<file path="config.mk">
export PLATFORM = sky130hd
export DESIGN_NAME = load_unit_top
export DESIGN_NICKNAME = d
export VERILOG_FILES = /design/src/source/load_pkg.sv /design/src/source/axi_read_master.sv /design/src/source/load_align.sv /design/src/source/load_req_queue.sv /design/src/source/load_unit_top.sv
export VERILOG_INCLUDE_DIRS = /design/src /design/src/source
export SDC_FILE = /design/constraint.sdc
export NUM_CORES = 1
export LEC_CHECK = 0
export BUFFER_PORTS_ARGS = -buffer_cell sky130_fd_sc_hd__buf_2
export CAP_MARGIN = 20
export CORE_MARGIN = 8
export CORE_UTILIZATION = 51
export CTS_CLUSTER_SIZE = 14
export DETAILED_ROUTE_END_ITERATION = 8
export GPL_ROUTABILITY_DRIVEN = 0
export PLACE_DENSITY = 0.76
export RECOVER_POWER = 25
export SKIP_LAST_GASP = 1
export SLEW_MARGIN = 20
export SYNTH_ARGS = -nofsm -noshare
export SYNTH_HDL_FRONTEND = slang
export SYNTH_SLANG_ARGS = --single-unit
export TNS_END_PERCENT = 20
</file>
<file path="constraint.sdc">
create_clock -name clock -period 5.1 [get_ports clock]
set_input_delay 0.51 -clock clock [delete_from_list [all_inputs] [get_ports clock]]
set_output_delay 0.51 -clock clock [all_outputs]
set_load 0.005 [all_outputs]
</file>
<file path="src/source/load_config.svh">
`ifndef LOAD_CONFIG_SVH
`define LOAD_CONFIG_SVH

// core-side byte address
`define LOAD_ADDR_W 32

// one AXI read beat
`define LOAD_DATA_W 64

// request queue entries
`define LOAD_QUEUE_DEPTH 4

`endif

</file>
<file path="src/source/load_pkg.sv">
`default_nettype none
`include "load_config.svh"

package load_pkg;

    // access size of a core load
    typedef enum logic [1:0] {
        size_byte   = 2'd0,
        size_half   = 2'd1,
        size_word   = 2'd2,
        size_double = 2'd3
    } load_size_e;

    // one core load request
    typedef struct packed {
        logic [`LOAD_ADDR_W-1:0] addr;
        load_size_e              size;
        // set for lb/lh/lw, clear for the unsigned forms
        logic                    sign;
    } load_req_t;

    // AR payload, only the fields that vary
    typedef struct packed {
        logic [`LOAD_ADDR_W-1:0] addr;
        logic [2:0]              size;
        logic [7:0]              len;
    } axi_ar_t;

    // R payload
    typedef struct packed {
        logic [`LOAD_DATA_W-1:0] data;
        logic [1:0]              resp;
        logic                    last;
    } axi_r_t;

    // one beat seen as bytes, halfwords or words
    typedef union packed {
        logic [7:0][7:0]  byte_v;
        logic [3:0][15:0] half_v;
        logic [1:0][31:0] word_v;
    } load_beat_u;

    // extended load result with the bus response
    typedef struct packed {
        logic [`LOAD_DATA_W-1:0] data;
        logic [1:0]              resp;
    } load_rsp_t;

    // captured beat plus the request it answers
    typedef struct packed {
        logic [`LOAD_DATA_W-1:0] data;
        logic [1:0]              resp;
        load_req_t               req;
    } beat_t;

endpackage

`default_nettype wire

</file>
<file path="src/source/axi_read_master.sv">
`timescale 1ns/1ns
`default_nettype none
`include "load_config.svh"

module axi_read_master (
    input  wire                      clock,
    input  wire                      reset_n,
    input  wire                      nonempty_i,
    input  wire load_pkg::load_req_t head_i,
    output logic                     pop_o,
    output logic                     ar_valid_o,
    output load_pkg::axi_ar_t        ar_o,
    input  wire                      ar_ready_i,
    input  wire                      r_valid_i,
    input  wire load_pkg::axi_r_t    r_i,
    output logic                     r_ready_o,
    output logic                     done_o,
    output load_pkg::beat_t          beat_o
);

    // read channel states
    localparam logic [1:0] st_idle = 2'd0;
    localparam logic [1:0] st_addr = 2'd1;
    localparam logic [1:0] st_read = 2'd2;

    // byte offset bits inside one beat
    localparam int unsigned off_w = $clog2(`LOAD_DATA_W / 8);
    // AxSIZE code for a full-width beat
    localparam logic [2:0] beat_size = 3'(off_w);

    logic [1:0]          state;
    // request in flight, held until the beat returns
    load_pkg::load_req_t req_q;
    logic                ar_hs;
    logic                r_hs;
    logic                done_q;
    load_pkg::beat_t     beat_q;

    assign ar_hs = ar_valid_o & ar_ready_i;
    assign r_hs  = r_valid_i & r_ready_o;

    // pop strobe as idle is left
    assign pop_o      = (state == st_idle) & nonempty_i;
    assign ar_valid_o = state == st_addr;
    assign r_ready_o  = state == st_read;

    // aligned single-beat read
    assign ar_o = '{
        addr: {req_q.addr[`LOAD_ADDR_W-1:off_w], {off_w{1'b0}}},
        size: beat_size,
        len:  8'd0
    };

    always_ff @(posedge clock) begin
        if (!reset_n) begin
            state <= st_idle;
        end else begin
            case (state)
                st_idle: if (nonempty_i) state <= st_addr;
                st_addr: if (ar_hs) state <= st_read;
                st_read: if (r_hs) state <= st_idle;
                default: state <= st_idle;
            endcase
        end
    end

    // latch the head on pop
    always_ff @(posedge clock) begin
        if (pop_o) begin
            req_q <= head_i;
        end
    end

    // beat and response travel with their request
    always_ff @(posedge clock) begin
        if (r_hs) begin
            beat_q.data <= r_i.data;
            beat_q.resp <= r_i.resp;
            beat_q.req  <= req_q;
        end
    end

    // done one cycle after the R handshake
    always_ff @(posedge clock) begin
        if (!reset_n) begin
            done_q <= 1'b0;
        end else begin
            done_q <= r_hs;
        end
    end

    assign done_o = done_q;
    assign beat_o = beat_q;

    // len is 0, so the slave must close every burst at once
    r_last_each_beat: assert property (@(posedge clock) disable iff (!reset_n)
        r_hs |-> r_i.last);

    // AR must not change while the slave stalls
    ar_held_stable: assert property (@(posedge clock) disable iff (!reset_n)
        ar_valid_o && !ar_ready_i |=> ar_valid_o && $stable(ar_o));

endmodule

`default_nettype wire

</file>
<file path="src/source/load_align.sv">
`timescale 1ns/1ns
`default_nettype none
`include "load_config.svh"

module load_align (
    input  wire                   clock,
    input  wire                   reset_n,
    input  wire                   done_i,
    input  wire load_pkg::beat_t  beat_i,
    output logic                  rsp_valid_o,
    output load_pkg::load_rsp_t   rsp_o
);

    // beat decoded as lanes
    load_pkg::load_beat_u    view;
    // byte offset of the access in the beat
    logic [2:0]              offset;
    logic [7:0]              byte_f;
    logic [15:0]             half_f;
    logic [31:0]             word_f;
    logic [`LOAD_DATA_W-1:0] ext;
    logic                    rsp_valid_q;
    load_pkg::load_rsp_t     rsp_q;

    assign view   = beat_i.data;
    assign offset = beat_i.req.addr[2:0];

    // lane select, low offset bits ignored for wider sizes
    assign byte_f = view.byte_v[offset];
    assign half_f = view.half_v[offset[2:1]];
    assign word_f = view.word_v[offset[2]];

    // sign or zero fill above the field
    always_comb begin
        case (beat_i.req.size)
            load_pkg::size_byte: begin
                ext = {{(`LOAD_DATA_W - 8){beat_i.req.sign & byte_f[7]}}, byte_f};
            end
            load_pkg::size_half: begin
                ext = {{(`LOAD_DATA_W - 16){beat_i.req.sign & half_f[15]}}, half_f};
            end
            load_pkg::size_word: begin
                ext = {{(`LOAD_DATA_W - 32){beat_i.req.sign & word_f[31]}}, word_f};
            end
            default: begin
                // double takes the whole beat, sign is moot
                ext = beat_i.data;
            end
        endcase
    end

    // result register, loaded on done
    always_ff @(posedge clock) begin
        if (done_i) begin
            rsp_q.data <= ext;
            // error responses still carry data
            rsp_q.resp <= beat_i.resp;
        end
    end

    // valid trails done by one cycle
    always_ff @(posedge clock) begin
        if (!reset_n) begin
            rsp_valid_q <= 1'b0;
        end else begin
            rsp_valid_q <= done_i;
        end
    end

    assign rsp_valid_o = rsp_valid_q;
    assign rsp_o       = rsp_q;

endmodule

`default_nettype wire

</file>
<file path="src/source/load_req_queue.sv">
`timescale 1ns/1ns
`default_nettype none
`include "load_config.svh"

module load_req_queue (
    input  wire                      clock,
    input  wire                      reset_n,
    input  wire                      push_i,
    input  wire load_pkg::load_req_t req_i,
    input  wire                      pop_i,
    output logic                     full_o,
    output logic                     nonempty_o,
    output load_pkg::load_req_t      head_o
);

    localparam int unsigned depth = `LOAD_QUEUE_DEPTH;
    localparam int unsigned ptr_w = $clog2(depth);
    localparam int unsigned cnt_w = $clog2(depth + 1);

    // payload storage
    load_pkg::load_req_t entries [depth];
    logic [ptr_w-1:0]    wr_ptr;
    logic [ptr_w-1:0]    rd_ptr;
    logic [cnt_w-1:0]    count;
    logic                push_ok;
    logic                pop_ok;
    // last byte touched, relative to the 8-byte line
    logic [3:0]          size_span;
    logic [3:0]          end_byte;

    // wrap for any depth, not only powers of two
    function automatic logic [ptr_w-1:0] next_ptr(input logic [ptr_w-1:0] ptr);
        if (ptr == ptr_w'(depth - 1)) begin
            return '0;
        end
        return ptr + 1'b1;
    endfunction

    // a push into a full queue is dropped
    assign push_ok = push_i & ~full_o;
    assign pop_ok  = pop_i & nonempty_o;

    always_ff @(posedge clock) begin
        if (push_ok) begin
            entries[wr_ptr] <= req_i;
        end
    end

    always_ff @(posedge clock) begin
        if (!reset_n) begin
            wr_ptr <= '0;
            rd_ptr <= '0;
            count  <= '0;
        end else begin
            if (push_ok) begin
                wr_ptr <= next_ptr(wr_ptr);
            end
            if (pop_ok) begin
                rd_ptr <= next_ptr(rd_ptr);
            end
            case ({push_ok, pop_ok})
                2'b10:   count <= count + 1'b1;
                2'b01:   count <= count - 1'b1;
                default: ;
            endcase
        end
    end

    assign full_o     = count == cnt_w'(depth);
    assign nonempty_o = count != '0;
    // head shows a fresh push one cycle later
    assign head_o     = entries[rd_ptr];

    // bytes beyond the first, per size
    always_comb begin
        case (req_i.size)
            load_pkg::size_byte: size_span = 4'd0;
            load_pkg::size_half: size_span = 4'd1;
            load_pkg::size_word: size_span = 4'd3;
            default:             size_span = 4'd7;
        endcase
    end

    assign end_byte = {1'b0, req_i.addr[2:0]} + size_span;

    // core must watch full_o before pushing
    push_not_full: assert property (@(posedge clock) disable iff (!reset_n)
        push_i |-> !full_o);

    // master only pops what it saw as present
    pop_not_empty: assert property (@(posedge clock) disable iff (!reset_n)
        pop_i |-> nonempty_o);

    // one beat per load, so no access may spill past the line
    push_in_line: assert property (@(posedge clock) disable iff (!reset_n)
        push_i |-> !end_byte[3]);

endmodule

`default_nettype wire

</file>
<file path="src/source/load_unit_top.sv">
`timescale 1ns/1ns
`default_nettype none

module load_unit_top (
    input  wire                      clock,
    input  wire                      reset_n,
    // core request side
    input  wire                      push_i,
    input  wire load_pkg::load_req_t req_i,
    output logic                     full_o,
    // AXI read address
    output logic                     ar_valid_o,
    output load_pkg::axi_ar_t        ar_o,
    input  wire                      ar_ready_i,
    // AXI read data
    input  wire                      r_valid_i,
    input  wire load_pkg::axi_r_t    r_i,
    output logic                     r_ready_o,
    // core result side
    output logic                     rsp_valid_o,
    output load_pkg::load_rsp_t      rsp_o
);

    // queue to master
    logic                nonempty;
    logic                pop;
    load_pkg::load_req_t head;
    // master to align stage
    logic                done;
    load_pkg::beat_t     beat;

    load_req_queue u_queue (
        .clock      (clock),
        .reset_n    (reset_n),
        .push_i     (push_i),
        .req_i      (req_i),
        .pop_i      (pop),
        .full_o     (full_o),
        .nonempty_o (nonempty),
        .head_o     (head)
    );

    axi_read_master u_master (
        .clock      (clock),
        .reset_n    (reset_n),
        .nonempty_i (nonempty),
        .head_i     (head),
        .pop_o      (pop),
        .ar_valid_o (ar_valid_o),
        .ar_o       (ar_o),
        .ar_ready_i (ar_ready_i),
        .r_valid_i  (r_valid_i),
        .r_i        (r_i),
        .r_ready_o  (r_ready_o),
        .done_o     (done),
        .beat_o     (beat)
    );

    load_align u_align (
        .clock       (clock),
        .reset_n     (reset_n),
        .done_i      (done),
        .beat_i      (beat),
        .rsp_valid_o (rsp_valid_o),
        .rsp_o       (rsp_o)
    );

endmodule

`default_nettype wire

</file>
* Word-level counts from Yosys, hierarchy flattened
Memory sizes are Yosys's and may differ from the RTL's. A register that Yosys moved wholly into a read port is not among the register bits. Cells that the tools add are included.
Cells by class: $add $sub $neg 4, $lt $le $gt $ge 3, equality and inequality tests 12, mux-type cells 24, bitwise gates (word level) 9, reduce and logical (&&, ||, !) cells 5
Operator list (count):
- $pmux W64 S3 | 1
- $mux W32 | 2
- $bmux W16 S2 | 1
- $bmux W8 S3 | 1
- $mux W16 | 1
- $mux W2 | 7
- $eq A2 B2 Y1 const B | 5
- $and A1 B1 Y1 | 8
- $mux W1 | 8
- $mux W8 | 1
- $eq A2 B1 Y1 const B | 3
- $pmux W2 S3 | 1
- $pmux W3 S2 | 1
- $add A2 B1 Y2 const B | 2
- $logic_not A2 Y1 | 2
- $lt A3 B4 Y1 const B | 1
- $ne A2 B2 Y1 const B | 2
- $add A3 B1 Y3 const B | 1
- $eq A3 B3 Y1 const B | 1
- $lt A2 B3 Y1 const B | 1
- $reduce_and A3 Y1 | 1
- $reduce_bool A3 Y1 | 1
- $sub A3 B1 Y3 const B | 1
- $lt A1 B2 Y1 const B | 1
- 3 further kinds | 3
Word-level totals: flip-flop bits (word level) 149, bits in writable memories 140, input port bits 107, logic and storage cells 71, memories kept 1
Memories:
- u_queue.entries | words 4, bits a word 35, read ports 1, clocked after memory_dff 1, write ports 1, RTL line load_req_queue.sv:21 | load_pkg::load_req_t entries [depth];

* Depth between registers and ports, before layout
depth in word-level cells 6, depth in mapped cells 10, gate-level depth less buffers 9

* Hierarchy
From an unflattened synthesis, not the netlist that was laid out.
Unflattened totals: cell total of the unflattened synthesis 792, area total of the unflattened synthesis 14124.8 um^2
Modules (own cells, without submodules):
- load_req_queue | instances 1, cells an instance 239, area an instance 5597.9 um^2, seq. area each 4384.2 um^2
- axi_read_master | instances 1, cells an instance 194, area an instance 4546.9 um^2, seq. area each 4144.0 um^2
- load_align | instances 1, cells an instance 359, area an instance 3980.1 um^2, seq. area each 2001.9 um^2

* Worst setup path before layout
Ideal clock, no wire load.
path type register to register, start register u_queue.count[0], end register u_queue.count[2], data arrival time 4.708 ns, setup slack 0.317 ns, stages on the path, launching flop included 9, buffers on the path 0, cell sequence dfxtp_1 nor3_1 nor3_1 ha_1 inv_1 fa_1 xor2_1 or3_1 a21boi_0
Between the ends: cells in the longest elaborated chain, start to end 5
RTL lines:
- from (decl) | RTL line load_req_queue.sv:24 | logic [cnt_w-1:0] count;
- from (signal assigned) | RTL line load_req_queue.sv:62 | 2'b10: count <= count + 1'b1;
- from (signal assigned) | RTL line load_req_queue.sv:63 | 2'b01: count <= count - 1'b1;
- $reduce_bool A3 Y1 (*) | RTL line load_req_queue.sv:70 | assign nonempty_o = count != '0;
- $and A1 B1 Y1 (*) | RTL line axi_read_master.sv:43 | assign pop_o = (state == st_idle) & nonempty_i;
- named net pop | RTL line load_unit_top.sv:26 | logic pop;
- $and A1 B1 Y1 (*) | RTL line load_req_queue.sv:41 | assign pop_ok = pop_i & nonempty_o;
- $eq A2 B1 Y1 / $eq A2 B2 Y1 (equally long branches) | RTL line load_req_queue.sv:61 | case ({push_ok, pop_ok})
- $pmux W3 S2 / $reduce_bool A2 Y1 (equally long branches)
The timed path passes the listed nets; every way through them passes the cells marked *. A chain may end at the register's enable or synchronous reset.

* Worst setup path after layout
start register u_master.beat_q, in the netlist u_master.beat_o[5], end register u_align.rsp_q, in the netlist u_align.rsp_o[31], data pin
Between the ends: cells in the longest elaborated chain, start to end 4
RTL lines:
- from (decl) | RTL line axi_read_master.sv:37 | load_pkg::beat_t beat_q;
- $bmux W8 S3 / $bmux W16 S2 (equally long branches) | RTL line load_align.sv:29, load_align.sv:30
- $mux W8 (implied by the code) / $mux W16 (equally long branches) | RTL line load_align.sv:29, load_align.sv:30
- $and A1 B1 Y1, on equally long branches | RTL line load_align.sv:37, load_align.sv:40
- $pmux W64 S3 (*) | RTL line load_align.sv:35 | case (beat_i.req.size)
- named net u_align.ext[29] | RTL line load_align.sv:21 | logic [`LOAD_DATA_W-1:0] ext;
- to (decl) | RTL line load_align.sv:23 | load_pkg::load_rsp_t rsp_q;
The timed path passes the listed nets; every way through them passes the cells marked *. The select of a mux whose other input is x is not followed.

==> impl_summary.log <==
[metrics] largest net degree at the start of global routing: 73
[metrics] worst setup path class: register to register
[metrics] Final period util: 56.0%
[metrics] cell taking the most area after synthesis: edfxtp_1
[metrics] Slowest cell on crit path: edfxtp_1
[metrics] total CTS buffers: 35
[metrics] total of fill cells in the finished design: 1,969
[metrics] via count of the first global-routing pass: 7,472
[metrics] max capacitance violation total: 0
[metrics] max_slew headroom: 31.7%
[metrics] EDFF count, synth: 313
[metrics] TritonCTS clock tree: yes
[metrics] critical path required time: 5310 ps
[metrics] share of power burned in registers: 49.5%
[metrics] number of detailed-routing iterations run before antenna repair: 7
[metrics] global-route wire length before repair: 41,600 microns
[metrics] top-level I/O count: 220
[metrics] Hold WC Path Type: input pin to register
[metrics] crit end category: register
[metrics] Netlist Area Pre-Place: 0.0132 sq mm
[metrics] final setup skew: 15.2 ps
[metrics] CTS resizes: 0
[metrics] remaining antenna violation count: 0
[metrics] Skew-Pair Late Insertion Delay: 510 ps
[metrics] Cell Pwr Density: 465 mW/mm^2
[metrics] final instance area: 0.0153 sq mm
[metrics] Global Route Usage Sum: 17.2%
[metrics] DPL Wire Length: 17,500 microns
[metrics] detailed-route wire length: 27,500 microns
[metrics] initial core utilization: 51.3%
[metrics] Comb pwr share: 14.1%
[metrics] final hold slack: 169 ps
[metrics] worst stage delay on the critical path: 1010 ps
[metrics] final count of negative-setup-slack endpoints: 0
[metrics] crit path launch type: register
[metrics] top-area cell type share of the netlist area: 71.1%
[metrics] final count of hold timing violations: 0
[metrics] Overflow after GRT: 0
[metrics] maximum net fanout on the critical path: 39
[metrics] Post-CTS Repair Setup Buffers: 0
[metrics] Placed Instance Area: 0.0142 sq mm
[metrics] Hold-fix buffers, CTS: 0
[metrics] synthesis-stage register bit count: 324
[metrics] number of nets at the end of the flow: 1,028
[metrics] clk buf depth: 3
[metrics] top area cells in the synthesized netlist: edfxtp_1, mux4_2, buf_4
[metrics] Static Leak: 5.57 nW
[metrics] DRC violation count after routing: 0
[metrics] proportion of layout cells with a drive suffix above 1: 35.3%
[metrics] detailed-route via count: 7,018
[metrics] result of the run: completed
[metrics] VDD IR max: 352 uV
[metrics] Peak Freq: 0.350 GHz
[metrics] clock network fraction of total power: 36.5%
[metrics] Cell Int Power: 5.42 mW
[metrics] count of routing violations after the opening detailed-route iteration: 529
[metrics] buffers added on ports: 204
[metrics] Area Overhead vs Synth: 16.1%
[metrics] max-slew violation total from the final report: 0
[metrics] number of cell rows: 59
[metrics] CP cell instances: inv_2, or3_1, nand4_4, buf_12, o211ai_1
[metrics] Most used DFF post-synth: edfxtp_1
[metrics] mean routed wirelength per cell: 21.6 microns
[metrics] clock sinks: 324
[metrics] count of unique library cells instantiated by Yosys: 56
[metrics] Core Area: 0.0258 sq mm
[metrics] mean post-synth cell area: 17.9 sq um
[metrics] switching share of power: 24.0%
[metrics] clock root buffer: clkbuf_16
[metrics] vias per cell: 5.50
[metrics] Reg clk slew, reported paths: 60 ps
[metrics] RSZ-0062 raised after global routing: no
[metrics] Setup TNS: 0 ps
[metrics] number of synthesis warnings: 0
[metrics] vertical extent of the die: 177 microns
[metrics] share of synthesized area occupied by flip-flops and latches: 72.8%
[metrics] die width: 177 microns
[metrics] worst path arrival time: 3070 ps
[metrics] async set-or-reset flop fraction in the synthesized netlist: 0%
[metrics] worst-margin pin slew: 1030 ps
[metrics] NetSw: 1.71 mW
[metrics] antenna violations before repair: 5
[metrics] total number of H-tree levels: 2
[metrics] area of the die: 0.0313 sq mm
[metrics] synthesized instance count: 738
[metrics] post-layout minimum cycle time: 2860 ps
-- per-stage QoR --
stage / power, mW / setup WS (ps) / cells / util, %
after floorplan: 4.38 / 317 / 750 / -
final: 7.13 / 2240 / 1276 / 59.6
after global routing: 7.43 / 2050 / 1274 / 59.5
after global placement: 4.59 / 2050 / 1211 / 55.0
after CTS: 7.24 / 1930 / 1273 / 59.6
after detailed placement: 4.62 / 1940 / 1211 / 55.0
-- metal layers --
layer	global-route usage [%]	vias to the layer above	share of wire (%)	wire length, microns
met1	20.4	3484	39	10600
met2	29.5	268	50	13700
met5	0	-	0.13	35
li1	-	3198	-	-
met3	5.08	62	8.2	2270
met4	6.37	6	3.1	846
-- path summary, 6_finish.rpt --
kind / start / end / slack, ps / cells after the start
min reg2reg: u_master.req_q[1]$_DFFE_PP_ / u_master.beat_o[1]$_DFFE_PP_ / 420 / 0
max reg2reg: u_master.beat_o[5]$_DFFE_PP_ / u_align.rsp_o[31]$_DFFE_PP_ / 2240 / 5
max: u_master.beat_o[5]$_DFFE_PP_ / u_align.rsp_o[31]$_DFFE_PP_ / 2240 / 5
min: r_i[42] / u_master.beat_o[76]$_DFFE_PP_ / 170 / 1
-- cells in the mapped netlist, types with 5 or more instances --
library cell / number
edfxtp_1: 313
buf_4: 45
nand2_1: 44
mux4_2: 41
nand3_2: 31
nor2_1: 29
o21ai_0: 24
clkbuf_1: 17
o211ai_1: 16
mux2_2: 14
nor2b_1: 14
mux2i_1: 13
buf_2: 11
dfxtp_1: 11
inv_1: 10
and2_1: 9
a22o_1: 7
nand3_1: 7
a21oi_1: 6
ha_1: 6
a221oi_1: 5
a222oi_1: 5
buf_6: 5
-- final cells by class --
class / count / area [sq um] / share of cell area (%)
diodes: 2 / 5.00 / 0.0326
repair buffers: 211 / 1040 / 6.77
multi-input cells: 330 / 3010 / 19.6
flip-flops and latches: 324 / 9630 / 62.7
inverters: 12 / 45.0 / 0.294
clock buffers: 38 / 887 / 5.78
clock inverters: 24 / 317 / 2.06
well taps: 335 / 419 / 2.73
-- power by group through the flow --
stage          Combinational, mW  Sequential [mW]  Clock [mW]
2_1_floorplan              0.878             3.50           0
5_1_grt                     1.11             3.56        2.76
3_5_place_dp                1.05             3.58           0
6_report                    1.00             3.53        2.60
3_3_place_gp                1.02             3.57           0
4_1_cts                     1.05             3.53        2.66
-- layout by cell type, fill, tap and decap left out, types with 7 or more instances in the layout --
cell and count:
clkbuf_1 41, clkinv_1 7, dfxtp_1 8, clkbuf_16 35
nand3_2 31, mux4_2 41, nor2_1 28, nor2b_1 14
o211ai_1 16, mux2_2 14, a22o_1 7, o21ai_0 24
conb_1 14, nand2_1 44, edfxtp_1 313, mux2i_1 13
buf_2 166, inv_1 10, nand3_1 7
-- worst max-delay path: cells and delay by family (launching register included) --
family	cells	cell delay (ps)
DFF	1	1010
buffers and inverters	2	580
AOI/OAI and AO/OA	1	140
and+or+nand+nor	2	790
-- cells by family (layout without fill, tap and decap cells) --
| logic type | Yosys count | in the layout | synth area share [%] |
|---|---|---|---|
| fa+ha+maj | 7 | 7 | 0.720 |
| flops | 324 | 324 | 72.8 |
| simple gates | 148 | 148 | 6.56 |
| buf+inv | 96 | 285 | 4.97 |
| xor+xnor | 2 | 2 | 0.133 |
| compound gates | 84 | 84 | 4.65 |
| other cells | 2 | 16 | 0.0568 |
| mux | 75 | 75 | 10.1 |
-- registers in the layout, summed over array words and instances (netlist names) --
register	cells
u_queue.entries	140
u_queue.wr_ptr	2
u_master.done_o	1
u_align.rsp_o	66
u_master.state	2
u_align.rsp_valid_o	1
u_queue.count	3
u_master.ar_o	29
u_master.beat_o	72
u_master.req_q	6
u_queue.rd_ptr	2
No activity file was read; power rests on OpenSTA's default activity.
